--- src/source/mips_pkg.sv ---
package mips_pkg;

  typedef logic [31:0] word_t;
  typedef logic [4:0]  reg_addr_t;
  typedef logic [15:0] imm_t;
  typedef logic [4:0]  shamt_t;
  typedef logic [5:0]  opcode_t;
  typedef logic [5:0]  funct_t;
  typedef logic [2:0]  alu_op_t;
  typedef logic [1:0]  mem_op_t;
  typedef logic [1:0]  fwd_sel_t;

  localparam opcode_t OP_RTYPE = 6'h00;
  localparam opcode_t OP_ADDI  = 6'h08;
  localparam opcode_t OP_LW    = 6'h23;
  localparam opcode_t OP_SW    = 6'h2b;
  localparam opcode_t OP_BEQ   = 6'h04;
  localparam opcode_t OP_BNE   = 6'h05;

  localparam funct_t FN_ADD = 6'h20;
  localparam funct_t FN_SUB = 6'h22;
  localparam funct_t FN_AND = 6'h24;
  localparam funct_t FN_OR  = 6'h25;
  localparam funct_t FN_SLT = 6'h2a;
  localparam funct_t FN_SLL = 6'h00;

  localparam alu_op_t ALU_ADD = 3'd0;  // Zero so that a bubble adds
  localparam alu_op_t ALU_SUB = 3'd1;
  localparam alu_op_t ALU_AND = 3'd2;
  localparam alu_op_t ALU_OR  = 3'd3;
  localparam alu_op_t ALU_SLT = 3'd4;
  localparam alu_op_t ALU_SLL = 3'd5;

  // One-hot, bit 0 marks a load and bit 1 a store
  localparam mem_op_t MEM_NONE  = 2'b00;
  localparam mem_op_t MEM_LOAD  = 2'b01;
  localparam mem_op_t MEM_STORE = 2'b10;

  localparam fwd_sel_t FWD_REG = 2'd0;
  localparam fwd_sel_t FWD_MEM = 2'd1;
  localparam fwd_sel_t FWD_WB  = 2'd2;

endpackage
--- src/source/mips_core.sv ---
`timescale 1ns/1ps

module mips_core #(
  parameter mips_pkg::word_t RESET_PC = 32'h0000_0000
) (
  input  logic            clk,
  input  logic            arst_n,
  output mips_pkg::word_t imem_addr,
  input  mips_pkg::word_t imem_data,
  output mips_pkg::word_t dmem_addr,
  output mips_pkg::word_t dmem_wdata,
  output logic            dmem_we,
  input  mips_pkg::word_t dmem_rdata
);

  import mips_pkg::*;

  word_t     if_pc_plus4, id_instruction, id_pc_plus4, id_immediate, id_address;
  word_t     id_read_data_1, id_read_data_2;
  reg_addr_t id_rs, id_rt, id_rd;
  shamt_t    id_shamt;
  alu_op_t   id_alu_op;
  mem_op_t   id_mem_op;
  logic      id_reg_dst, id_mem_to_reg, id_alu_src, id_reg_write, id_beq, id_bne;

  word_t     ex_read_data_1, ex_read_data_2, ex_immediate, ex_address;
  word_t     ex_alu_result, ex_store_data;
  reg_addr_t ex_rs, ex_rt, ex_rd, ex_dest;
  shamt_t    ex_shamt;
  alu_op_t   ex_alu_op;
  mem_op_t   ex_mem_op;
  logic      ex_reg_dst, ex_mem_to_reg, ex_alu_src, ex_reg_write, ex_beq, ex_bne;
  logic      ex_compare;

  word_t     mem_alu_result, mem_address;
  reg_addr_t mem_dest;
  mem_op_t   mem_mem_op;
  logic      mem_beq, mem_bne, mem_mem_to_reg, mem_reg_write, mem_compare;

  word_t     wb_ram_data, wb_alu_result, wb_result;
  reg_addr_t wb_dest;
  logic      wb_mem_to_reg, wb_reg_write;

  logic      stall, flush, branch_taken;
  fwd_sel_t  fwd_a, fwd_b;

  assign dmem_addr = mem_alu_result;
  assign dmem_we   = mem_mem_op[1];  // Store bit of the one-hot memory op

  fetch_unit #(.RESET_PC(RESET_PC)) u_fetch (
    .clk, .arst_n, .stall, .branch_taken, .branch_target(mem_address),
    .pc(imem_addr), .pc_plus4(if_pc_plus4)
  );

  if_id_register u_if_id (
    .clk, .arst_n, .stall, .flush,
    .instruction_in(imem_data), .pc_plus4_in(if_pc_plus4),
    .instruction_out(id_instruction), .pc_plus4_out(id_pc_plus4)
  );

  decode_unit u_decode (
    .instruction(id_instruction), .rs(id_rs), .rt(id_rt), .rd(id_rd), .shamt(id_shamt),
    .immediate(id_immediate), .reg_dst(id_reg_dst), .mem_to_reg(id_mem_to_reg),
    .alu_op(id_alu_op), .mem_op(id_mem_op), .alu_src(id_alu_src),
    .reg_write(id_reg_write), .beq(id_beq), .bne(id_bne),
    .pc_plus4(id_pc_plus4), .address(id_address)
  );

  reg_file u_reg_file (
    .clk, .arst_n, .rs(id_rs), .rt(id_rt),
    .read_data_1(id_read_data_1), .read_data_2(id_read_data_2),
    .wb_reg_write, .wb_mem_to_reg, .wb_dest, .wb_ram_data, .wb_alu_result, .wb_result
  );

  id_ex_register u_id_ex (
    .clk, .arst_n, .stall, .flush,
    .rs_in(id_rs), .rt_in(id_rt), .rd_in(id_rd),
    .reg_read_data_1_in(id_read_data_1), .reg_read_data_2_in(id_read_data_2),
    .immediate_in(id_immediate), .address_in(id_address), .shamt_in(id_shamt),
    .reg_dst_in(id_reg_dst), .mem_to_reg_in(id_mem_to_reg), .alu_op_in(id_alu_op),
    .mem_op_in(id_mem_op), .alu_src_in(id_alu_src), .reg_write_in(id_reg_write),
    .beq_in(id_beq), .bne_in(id_bne),
    .rs_out(ex_rs), .rt_out(ex_rt), .rd_out(ex_rd),
    .reg_read_data_1_out(ex_read_data_1), .reg_read_data_2_out(ex_read_data_2),
    .immediate_out(ex_immediate), .address_out(ex_address), .shamt_out(ex_shamt),
    .reg_dst_out(ex_reg_dst), .mem_to_reg_out(ex_mem_to_reg), .alu_op_out(ex_alu_op),
    .mem_op_out(ex_mem_op), .alu_src_out(ex_alu_src), .reg_write_out(ex_reg_write),
    .beq_out(ex_beq), .bne_out(ex_bne)
  );

  execute_unit u_execute (
    .rt(ex_rt), .rd(ex_rd), .reg_read_data_1(ex_read_data_1),
    .reg_read_data_2(ex_read_data_2), .immediate(ex_immediate), .shamt(ex_shamt),
    .reg_dst(ex_reg_dst), .alu_op(ex_alu_op), .alu_src(ex_alu_src),
    .fwd_a, .fwd_b, .mem_alu_result, .wb_result,
    .alu_result(ex_alu_result), .store_data(ex_store_data),
    .reg_dst_result(ex_dest), .compare(ex_compare)
  );

  ex_mem_register u_ex_mem (
    .clk, .arst_n, .flush,
    .alu_result_in(ex_alu_result), .data_2_in(ex_store_data), .reg_dst_result_in(ex_dest),
    .beq_in(ex_beq), .bne_in(ex_bne), .mem_op_in(ex_mem_op), .mem_to_reg_in(ex_mem_to_reg),
    .reg_write_in(ex_reg_write), .compare_in(ex_compare), .address_in(ex_address),
    .alu_result_out(mem_alu_result), .data_2_out(dmem_wdata), .reg_dst_result_out(mem_dest),
    .beq_out(mem_beq), .bne_out(mem_bne), .mem_op_out(mem_mem_op),
    .mem_to_reg_out(mem_mem_to_reg), .reg_write_out(mem_reg_write),
    .compare_out(mem_compare), .address_out(mem_address)
  );

  mem_wb_register u_mem_wb (
    .clk, .arst_n,
    .mem_to_reg_in(mem_mem_to_reg), .ram_read_data_in(dmem_rdata),
    .alu_result_in(mem_alu_result), .reg_dst_result_in(mem_dest),
    .reg_write_in(mem_reg_write),
    .mem_to_reg_out(wb_mem_to_reg), .ram_read_data_out(wb_ram_data),
    .alu_result_out(wb_alu_result), .reg_dst_result_out(wb_dest),
    .reg_write_out(wb_reg_write)
  );

  hazard_unit u_hazard (
    .id_rs, .id_rt, .ex_rs, .ex_rt, .ex_dest, .mem_dest, .wb_dest,
    .ex_is_load(ex_mem_op[0]), .mem_reg_write, .wb_reg_write,
    .mem_beq, .mem_bne, .mem_compare,
    .stall, .flush, .branch_taken, .fwd_a, .fwd_b
  );

endmodule

--- src/source/execute_unit.sv ---
`timescale 1ns/1ps

module execute_unit (
  input  mips_pkg::reg_addr_t rt,
  input  mips_pkg::reg_addr_t rd,
  input  mips_pkg::word_t     reg_read_data_1,
  input  mips_pkg::word_t     reg_read_data_2,
  input  mips_pkg::word_t     immediate,
  input  mips_pkg::shamt_t    shamt,
  input  logic                reg_dst,
  input  mips_pkg::alu_op_t   alu_op,
  input  logic                alu_src,
  input  mips_pkg::fwd_sel_t  fwd_a,
  input  mips_pkg::fwd_sel_t  fwd_b,
  input  mips_pkg::word_t     mem_alu_result,
  input  mips_pkg::word_t     wb_result,
  output mips_pkg::word_t     alu_result,
  output mips_pkg::word_t     store_data,
  output mips_pkg::reg_addr_t reg_dst_result,
  output logic                compare
);

  import mips_pkg::*;

  word_t operand_a;
  word_t operand_b;
  word_t alu_b;

  function automatic word_t forward(input fwd_sel_t sel, input word_t reg_value,
                                    input word_t mem_value, input word_t wb_value);
    case (sel)
      FWD_MEM: return mem_value;
      FWD_WB:  return wb_value;
      default: return reg_value;
    endcase
  endfunction

  assign operand_a = forward(fwd_a, reg_read_data_1, mem_alu_result, wb_result);
  assign operand_b = forward(fwd_b, reg_read_data_2, mem_alu_result, wb_result);
  assign alu_b     = alu_src ? immediate : operand_b;

  assign store_data     = operand_b;
  assign compare        = (operand_a == operand_b);
  assign reg_dst_result = reg_dst ? rd : rt;

  always_comb begin
    case (alu_op)
      ALU_SUB: alu_result = operand_a - alu_b;
      ALU_AND: alu_result = operand_a & alu_b;
      ALU_OR:  alu_result = operand_a | alu_b;
      ALU_SLT: alu_result = {31'b0, $signed(operand_a) < $signed(alu_b)};
      ALU_SLL: alu_result = operand_b << shamt;  // Shifts the rt value
      default: alu_result = operand_a + alu_b;
    endcase
  end

endmodule

--- src/source/hazard_unit.sv ---
`timescale 1ns/1ps

module hazard_unit (
  input  mips_pkg::reg_addr_t id_rs,
  input  mips_pkg::reg_addr_t id_rt,
  input  mips_pkg::reg_addr_t ex_rs,
  input  mips_pkg::reg_addr_t ex_rt,
  input  mips_pkg::reg_addr_t ex_dest,
  input  mips_pkg::reg_addr_t mem_dest,
  input  mips_pkg::reg_addr_t wb_dest,
  input  logic                ex_is_load,
  input  logic                mem_reg_write,
  input  logic                wb_reg_write,
  input  logic                mem_beq,
  input  logic                mem_bne,
  input  logic                mem_compare,
  output logic                stall,
  output logic                flush,
  output logic                branch_taken,
  output mips_pkg::fwd_sel_t  fwd_a,
  output mips_pkg::fwd_sel_t  fwd_b
);

  import mips_pkg::*;

  // The memory stage holds the younger result, so it is checked first
  function automatic fwd_sel_t select_source(input reg_addr_t src);
    if (src == '0) begin
      return FWD_REG;
    end else if (mem_reg_write && mem_dest == src) begin
      return FWD_MEM;
    end else if (wb_reg_write && wb_dest == src) begin
      return FWD_WB;
    end
    return FWD_REG;
  endfunction

  always_comb begin
    fwd_a = select_source(ex_rs);
    fwd_b = select_source(ex_rt);
  end

  assign stall = ex_is_load && (ex_dest != '0) && (ex_dest == id_rs || ex_dest == id_rt);

  assign branch_taken = (mem_beq && mem_compare) || (mem_bne && !mem_compare);
  assign flush        = branch_taken;  // Drops the three instructions behind the branch

endmodule

--- src/source/reg_file.sv ---
`timescale 1ns/1ps

module reg_file (
  input  logic                clk,
  input  logic                arst_n,
  input  mips_pkg::reg_addr_t rs,
  input  mips_pkg::reg_addr_t rt,
  output mips_pkg::word_t     read_data_1,
  output mips_pkg::word_t     read_data_2,
  input  logic                wb_reg_write,
  input  logic                wb_mem_to_reg,
  input  mips_pkg::reg_addr_t wb_dest,
  input  mips_pkg::word_t     wb_ram_data,
  input  mips_pkg::word_t     wb_alu_result,
  output mips_pkg::word_t     wb_result
);

  import mips_pkg::*;

  word_t regs [32];
  logic  wb_active;

  assign wb_result = wb_mem_to_reg ? wb_ram_data : wb_alu_result;
  assign wb_active = wb_reg_write && (wb_dest != '0);  // Register 0 stays zero from reset

  always_ff @(posedge clk or negedge arst_n) begin
    if (!arst_n) begin
      for (int i = 0; i < 32; i++) begin
        regs[i] <= '0;
      end
    end else if (wb_active) begin
      regs[wb_dest] <= wb_result;
    end
  end

  // The value being written this cycle is passed straight to decode
  always_comb begin
    read_data_1 = (wb_active && wb_dest == rs) ? wb_result : regs[rs];
    read_data_2 = (wb_active && wb_dest == rt) ? wb_result : regs[rt];
  end

endmodule

--- src/source/decode_unit.sv ---
`timescale 1ns/1ps

module decode_unit (
  input  mips_pkg::word_t     instruction,
  output mips_pkg::reg_addr_t rs,
  output mips_pkg::reg_addr_t rt,
  output mips_pkg::reg_addr_t rd,
  output mips_pkg::shamt_t    shamt,
  output mips_pkg::word_t     immediate,
  output logic                reg_dst,
  output logic                mem_to_reg,
  output mips_pkg::alu_op_t   alu_op,
  output mips_pkg::mem_op_t   mem_op,
  output logic                alu_src,
  output logic                reg_write,
  output logic                beq,
  output logic                bne,
  input  mips_pkg::word_t     pc_plus4,
  output mips_pkg::word_t     address
);

  import mips_pkg::*;

  opcode_t opcode;
  funct_t  funct;
  imm_t    imm;

  assign opcode = instruction[31:26];
  assign rs     = instruction[25:21];
  assign rt     = instruction[20:16];
  assign rd     = instruction[15:11];
  assign shamt  = instruction[10:6];
  assign funct  = instruction[5:0];
  assign imm    = instruction[15:0];

  assign immediate = {{16{imm[15]}}, imm};
  assign address   = pc_plus4 + {immediate[29:0], 2'b00};  // Word offset from the next pc

  always_comb begin
    reg_dst    = 1'b0;
    mem_to_reg = 1'b0;
    alu_op     = ALU_ADD;
    mem_op     = MEM_NONE;
    alu_src    = 1'b0;
    reg_write  = 1'b0;
    beq        = 1'b0;
    bne        = 1'b0;
    case (opcode)
      OP_RTYPE: begin
        reg_dst   = 1'b1;
        reg_write = 1'b1;
        case (funct)
          FN_ADD:  alu_op = ALU_ADD;
          FN_SUB:  alu_op = ALU_SUB;
          FN_AND:  alu_op = ALU_AND;
          FN_OR:   alu_op = ALU_OR;
          FN_SLT:  alu_op = ALU_SLT;
          FN_SLL:  alu_op = ALU_SLL;
          default: reg_write = 1'b0;
        endcase
      end
      OP_ADDI: begin
        alu_src   = 1'b1;
        reg_write = 1'b1;
      end
      OP_LW: begin
        alu_src    = 1'b1;
        reg_write  = 1'b1;
        mem_to_reg = 1'b1;
        mem_op     = MEM_LOAD;
      end
      OP_SW: begin
        alu_src = 1'b1;
        mem_op  = MEM_STORE;
      end
      OP_BEQ:  beq = 1'b1;
      OP_BNE:  bne = 1'b1;
      default: ;  // Anything else runs as a no-op
    endcase
  end

endmodule

--- src/source/fetch_unit.sv ---
`timescale 1ns/1ps

module fetch_unit #(
  parameter mips_pkg::word_t RESET_PC = 32'h0000_0000
) (
  input  logic            clk,
  input  logic            arst_n,
  input  logic            stall,
  input  logic            branch_taken,
  input  mips_pkg::word_t branch_target,
  output mips_pkg::word_t pc,
  output mips_pkg::word_t pc_plus4
);

  assign pc_plus4 = pc + 32'd4;

  // A resolved branch has priority, since the stalled instruction is being flushed
  always_ff @(posedge clk or negedge arst_n) begin
    if (!arst_n) begin
      pc <= RESET_PC;
    end else if (branch_taken) begin
      pc <= branch_target;
    end else if (!stall) begin
      pc <= pc_plus4;
    end
  end

endmodule

--- src/source/pipeline_registers.sv ---
`timescale 1ns/1ps

module if_id_register (
  input  logic            clk,
  input  logic            arst_n,
  input  logic            stall,
  input  logic            flush,
  input  mips_pkg::word_t instruction_in,
  input  mips_pkg::word_t pc_plus4_in,
  output mips_pkg::word_t instruction_out,
  output mips_pkg::word_t pc_plus4_out
);

  // An all-zero word is sll $0, $0, 0 and has no effect
  always_ff @(posedge clk or negedge arst_n) begin
    if (!arst_n) begin
      {instruction_out, pc_plus4_out} <= '0;
    end else if (flush) begin
      {instruction_out, pc_plus4_out} <= '0;
    end else if (!stall) begin
      {instruction_out, pc_plus4_out} <= {instruction_in, pc_plus4_in};
    end
  end

endmodule

module id_ex_register (
  input  logic                clk,
  input  logic                arst_n,
  input  logic                stall,
  input  logic                flush,
  input  mips_pkg::reg_addr_t rs_in, rt_in, rd_in,
  input  mips_pkg::word_t     reg_read_data_1_in, reg_read_data_2_in,
  input  mips_pkg::word_t     immediate_in, address_in,
  input  mips_pkg::shamt_t    shamt_in,
  input  logic                reg_dst_in, mem_to_reg_in,
  input  mips_pkg::alu_op_t   alu_op_in,
  input  mips_pkg::mem_op_t   mem_op_in,
  input  logic                alu_src_in, reg_write_in, beq_in, bne_in,
  output mips_pkg::reg_addr_t rs_out, rt_out, rd_out,
  output mips_pkg::word_t     reg_read_data_1_out, reg_read_data_2_out,
  output mips_pkg::word_t     immediate_out, address_out,
  output mips_pkg::shamt_t    shamt_out,
  output logic                reg_dst_out, mem_to_reg_out,
  output mips_pkg::alu_op_t   alu_op_out,
  output mips_pkg::mem_op_t   mem_op_out,
  output logic                alu_src_out, reg_write_out, beq_out, bne_out
);

  // A stall leaves the decode instruction in place and sends a bubble on
  always_ff @(posedge clk or negedge arst_n) begin
    if (!arst_n) begin
      {rs_out, rt_out, rd_out, reg_read_data_1_out, reg_read_data_2_out, immediate_out,
       address_out, shamt_out, reg_dst_out, mem_to_reg_out, alu_op_out, mem_op_out,
       alu_src_out, reg_write_out, beq_out, bne_out} <= '0;
    end else if (flush || stall) begin
      {rs_out, rt_out, rd_out, reg_read_data_1_out, reg_read_data_2_out, immediate_out,
       address_out, shamt_out, reg_dst_out, mem_to_reg_out, alu_op_out, mem_op_out,
       alu_src_out, reg_write_out, beq_out, bne_out} <= '0;
    end else begin
      {rs_out, rt_out, rd_out, reg_read_data_1_out, reg_read_data_2_out, immediate_out,
       address_out, shamt_out, reg_dst_out, mem_to_reg_out, alu_op_out, mem_op_out,
       alu_src_out, reg_write_out, beq_out, bne_out} <=
      {rs_in, rt_in, rd_in, reg_read_data_1_in, reg_read_data_2_in, immediate_in,
       address_in, shamt_in, reg_dst_in, mem_to_reg_in, alu_op_in, mem_op_in,
       alu_src_in, reg_write_in, beq_in, bne_in};
    end
  end

endmodule

module ex_mem_register (
  input  logic                clk,
  input  logic                arst_n,
  input  logic                flush,
  input  mips_pkg::word_t     alu_result_in, data_2_in,
  input  mips_pkg::reg_addr_t reg_dst_result_in,
  input  logic                beq_in, bne_in,
  input  mips_pkg::mem_op_t   mem_op_in,
  input  logic                mem_to_reg_in, reg_write_in, compare_in,
  input  mips_pkg::word_t     address_in,
  output mips_pkg::word_t     alu_result_out, data_2_out,
  output mips_pkg::reg_addr_t reg_dst_result_out,
  output logic                beq_out, bne_out,
  output mips_pkg::mem_op_t   mem_op_out,
  output logic                mem_to_reg_out, reg_write_out, compare_out,
  output mips_pkg::word_t     address_out
);

  always_ff @(posedge clk or negedge arst_n) begin
    if (!arst_n) begin
      {alu_result_out, data_2_out, reg_dst_result_out, beq_out, bne_out, mem_op_out,
       mem_to_reg_out, reg_write_out, compare_out, address_out} <= '0;
    end else if (flush) begin
      {alu_result_out, data_2_out, reg_dst_result_out, beq_out, bne_out, mem_op_out,
       mem_to_reg_out, reg_write_out, compare_out, address_out} <= '0;
    end else begin
      {alu_result_out, data_2_out, reg_dst_result_out, beq_out, bne_out, mem_op_out,
       mem_to_reg_out, reg_write_out, compare_out, address_out} <=
      {alu_result_in, data_2_in, reg_dst_result_in, beq_in, bne_in, mem_op_in,
       mem_to_reg_in, reg_write_in, compare_in, address_in};
    end
  end

endmodule

module mem_wb_register (
  input  logic                clk,
  input  logic                arst_n,
  input  logic                mem_to_reg_in,
  input  mips_pkg::word_t     ram_read_data_in, alu_result_in,
  input  mips_pkg::reg_addr_t reg_dst_result_in,
  input  logic                reg_write_in,
  output logic                mem_to_reg_out,
  output mips_pkg::word_t     ram_read_data_out, alu_result_out,
  output mips_pkg::reg_addr_t reg_dst_result_out,
  output logic                reg_write_out
);

  always_ff @(posedge clk or negedge arst_n) begin
    if (!arst_n) begin
      {mem_to_reg_out, ram_read_data_out, alu_result_out, reg_dst_result_out,
       reg_write_out} <= '0;
    end else begin
      {mem_to_reg_out, ram_read_data_out, alu_result_out, reg_dst_result_out,
       reg_write_out} <=
      {mem_to_reg_in, ram_read_data_in, alu_result_in, reg_dst_result_in, reg_write_in};
    end
  end

endmodule

--- config.mk ---
export PLATFORM = sky130hd
export DESIGN_NAME = mips_core
export DESIGN_NICKNAME = d
export VERILOG_FILES = /design/src/source/mips_pkg.sv /design/src/source/mips_core.sv /design/src/source/execute_unit.sv /design/src/source/hazard_unit.sv /design/src/source/reg_file.sv /design/src/source/decode_unit.sv /design/src/source/fetch_unit.sv /design/src/source/pipeline_registers.sv
export SDC_FILE = /design/constraint.sdc
export NUM_CORES = 2
export LEC_CHECK = 0
export BUFFER_PORTS_ARGS = -buffer_cell sky130_fd_sc_hd__buf_4
export CELL_PAD_IN_SITES_DETAIL_PLACEMENT = 1
export CELL_PAD_IN_SITES_GLOBAL_PLACEMENT = 1
export CORE_MARGIN = 3
export CORE_UTILIZATION = 55
export DETAILED_ROUTE_END_ITERATION = 10
export PLACE_DENSITY_LB_ADDON = 0.1
export RECOVER_POWER = 50
export SKIP_CTS_REPAIR_TIMING = 1
export SLEW_MARGIN = 5
export SYNTH_ARGS = -nofsm -noshare
export SYNTH_HDL_FRONTEND = slang
export SYNTH_SLANG_ARGS = --single-unit
--- constraint.sdc ---
create_clock -name clk -period 9.5 [get_ports clk]
set_input_delay 0.475 -clock clk [delete_from_list [all_inputs] [get_ports clk]]
set_output_delay 0.475 -clock clk [all_outputs]
set_load 0.005 [all_outputs]
==> impl_metrics.yaml <==
placed_design:
  dpl.hpwl_mm: 172.2
  post-place-cells: 8402
  place_ws_ns: 2.719
  io_buffers: 162
  place.gp.congestion: 0.9901
  dpl_cell_area_sq_um: 79280
yosys:
  synthTopCellsByCount: "1,430 x dfrtp_1, 921 x nor2_1, 783 x a21oi_1"
  synth_warnings: 0
  synth_cell_type_count: 89
  syn-instance-count: 6987
  synthFlopType: "dfrtp_1"
  synth_nets: 7182
  synth_area_leader_cell: "dfrtp_1"
  synth_edf_count: 0
  yosysMostFrequentCell: "dfrtp_1"
  ys_async_sr_fraction: 1.000
  synth_top_area_share: 0.4676
  syn_avg_cell_area_sq_um: 10.95
  ys_seq_area_frac: 0.4676
  synth_area_leaders: "dfrtp_1 47%, mux4_2 19%, a21oi_1 5.1%"
  synth_seq_cells: 1430
  netlist_area_sq_um: 76520
floorplan:
  core-area_sq_um: 137800
  start_util: 0.5552
  rows: 136
  dieArea_sq_um: 143600
  pin_count: 163
  die_w_um: 379.0
  die_h_um: 379.0
global_route:
  grt_pass1_wl_mm: 427.2
  grt_start_max_net_pins: 178
  overflow: 0
  grt_usage: 0.4027
  antenna_found_initial: 15
  grt_pass1_vias: 64951
worst_hold_path:
  min-delay-start: "imem_data[11]"
  holdCritPathClass: "in2reg"
  min_path_cells: 3
  holdPathEnd: "u_if_id.instruction_out[11]"
detailed_routing:
  final_antenna_net_count: 0
  vias_per_cell: 7.002
  drt_iter0_drc: 6442
  routed_wl_mm: 288.2
  wl_per_cell_um: 32.93
  drc: 0
  drtPass1Iterations: 6
  vias: 61280
status:
  status: "complete, but fails checks"
  violations: "hold timing, capacitance limit, slew limit"
cells_and_area:
  top_register: "u_reg_file.regs"
  utilization: 0.6169
  area_growth_pct: 11.12
  final_area_sq_um: 85030
  final_nets: 7021
  drive_gt1_frac: 0.1799
  nFillCells: 13985
  final_cell_count_no_fill: 8752
  largest_reg_flops: 1024
clocking:
  h-tree-depth: 4
  clkLatencyLatePin_ns: 0.82
  cts_buffers: 156
  clockBufferDepth: 3
  cts_tree: "yes"
  clk_pin_slew_ns: 0.06
  clkSinkCount: 1430
  root_buffer: "clkbuf_16"
setup_path:
  critPathRequiredTime_ns: 10.20
  crit_chain: "buf_4, mux2i_1, clkbuf_1, inv_1, a22o_1, a21o_1, ha_1, a21oi_1, a21boi_0, a31oi_1, nand3_1, o21ai_0, a31oi_1, o31ai_1, xnor2_1, o21ai_0, a41oi_1"
  slowest_delay_ns: 1.37
  crit_slowest_cell: "clkbuf_1"
  worstSetupEndpointType: "flip-flop"
  cp-start-kind: "flip-flop"
  r2r_end: "u_ex_mem.alu_result_out[29]"
  path_class: "reg2reg"
  timing.rr.start: "u_mem_wb.mem_to_reg_out"
  r2r_slack_ns: 1.77
  r2r.worst_path.cells: 17
  critPathTopFamily: "compound AO/OA/AOI/OAI gates"
  critPathArrivalTime_ns: 8.43
  path_buf_inv: 3
  path_max_fanout: 34
power_and_ir_drop:
  powerDensity_nw_per_um2: 198.2
  leakagePower_nw: 36.65
  vdd_drop_max_mv: 0.1981
sta:
  tns_ns: 0
  setup_slack_ns: 1.772
  worstMarginPinSlew_ns: 6.281
  fin_worst_skew_ns: 0.04774
  finalCritPeriodShare: 0.8135
  holdWs_ns: -0.01269
  rsz0062_at_grt: "no"
  slew_headroom: -3.187
  slew_viol_final: 1484
  max_clock_freq_mhz: 129.4
  finalSetupViolations: 0
  hold_viol_final: 2
  min_period_ns: 7.728
flow_run:
  maxCapViolations: 22
## worst max path at each step
stage	slack (ns)	depth (start not counted)	startpoint	to
after floorplan	4.30	20	u_id_ex.rs_out[1]	u_ex_mem.alu_result_out[30]
after global placement	2.85	21	u_id_ex.rt_out[0]	u_ex_mem.alu_result_out[30]
after detailed placement	2.72	21	u_id_ex.rt_out[0]	u_ex_mem.alu_result_out[30]
after CTS	2.66	21	u_id_ex.rt_out[0]	u_ex_mem.alu_result_out[30]
after global routing	1.27	3	arst_n	u_reg_file.regs[214]
final	1.77	17	u_mem_wb.mem_to_reg_out	u_ex_mem.alu_result_out[29]
## cell usage in the layout, fill, tap and decap left out, drive strengths merged, types with 48 or more instances in the layout
| master | instances |
|---|---|
| dfrtp | 1430 |
| nor2 | 922 |
| a21oi | 783 |
| mux4 | 645 |
| nand2 | 556 |
| o21ai | 488 |
| clkbuf | 379 |
| a211oi | 179 |
| xnor2 | 139 |
| inv | 137 |
| buf | 136 |
| ha | 126 |
| mux2i | 105 |
| nor2b | 78 |
| xor2 | 65 |
| and2 | 64 |
| dlygate4sd3 | 60 |
| and3 | 54 |
| nor3 | 48 |
## routing by layer
| layer | global-route usage | vias to the layer above | wire, um |
|---|---|---|---|
| li1 | - | 24980 | - |
| met1 | 0.5217 | 32191 | 109300 |
| met2 | 0.6416 | 3167 | 138200 |
| met3 | 0.08305 | 930 | 23430 |
| met4 | 0.2176 | 12 | 17160 |
| met5 | 0 | - | 236 |
## kinds of logic (layout without fill, tap and decap cells)
logic type                 count (synthesis)  count (layout)  synth area share
xor gates and xnor gates                 204             204           0.02335
buffers and inverters                    799             766           0.03957
DFF                                     1430            1430            0.4676
muxes                                    778             778            0.2077
adders and majority gates                129             129           0.02139
other                                      0               4                 0
and+or+nand+nor                         1907            1907            0.1075
AOI/OAI and AO/OA                       1740            1740            0.1329
## worst register-to-register path, cell delays in order, from the launching register on
cell      delay [ns]
dfrtp_1         1.32
buf_4           0.81
mux2i_1         0.41
clkbuf_1        1.37
inv_1           0.18
a22o_1          0.28
a21o_1          0.25
ha_1            0.44
a21oi_1         0.19
a21boi_0        0.21
a31oi_1         0.36
nand3_1         0.12
o21ai_0         0.39
a31oi_1         0.20
o31ai_1         0.51
xnor2_1         0.18
o21ai_0         0.09
a41oi_1         0.32
## stage by stage
| step | power (mW) | hold WS [ns] |
|---|---|---|
| 2_1_floorplan | 9.082 | 0.1794 |
| 3_3_place_gp | 10.19 | 0.3763 |
| 3_5_place_dp | 10.32 | 0.3833 |
| 4_1_cts | 16.86 | -0.3630 |
| 5_1_grt | 17.50 | -0.001679 |
| 6_report | 16.85 | -0.01269 |
## layout make-up
| class | instances | area, sq um | area share |
|---|---|---|---|
| antenna | 4 | 10.01 | 0.0001177 |
| sequential | 1430 | 35820 | 0.4213 |
| multi-input combinational | 4758 | 38380 | 0.4514 |
| clock inverter | 55 | 853.3 | 0.01004 |
| tap | 1794 | 2245 | 0.02640 |
| clock buffer | 231 | 4602 | 0.05412 |
| inverter | 135 | 506.7 | 0.005959 |
| timing repair buffer | 345 | 2613 | 0.03072 |
## report_power, final
group	internal [mW]	switching [mW]
clock network	3.86	2.67
logic	1.27	1.86
registers	6.64	0.553
total	11.8	5.08
Note: power is estimated with default switching activity, not from simulation.
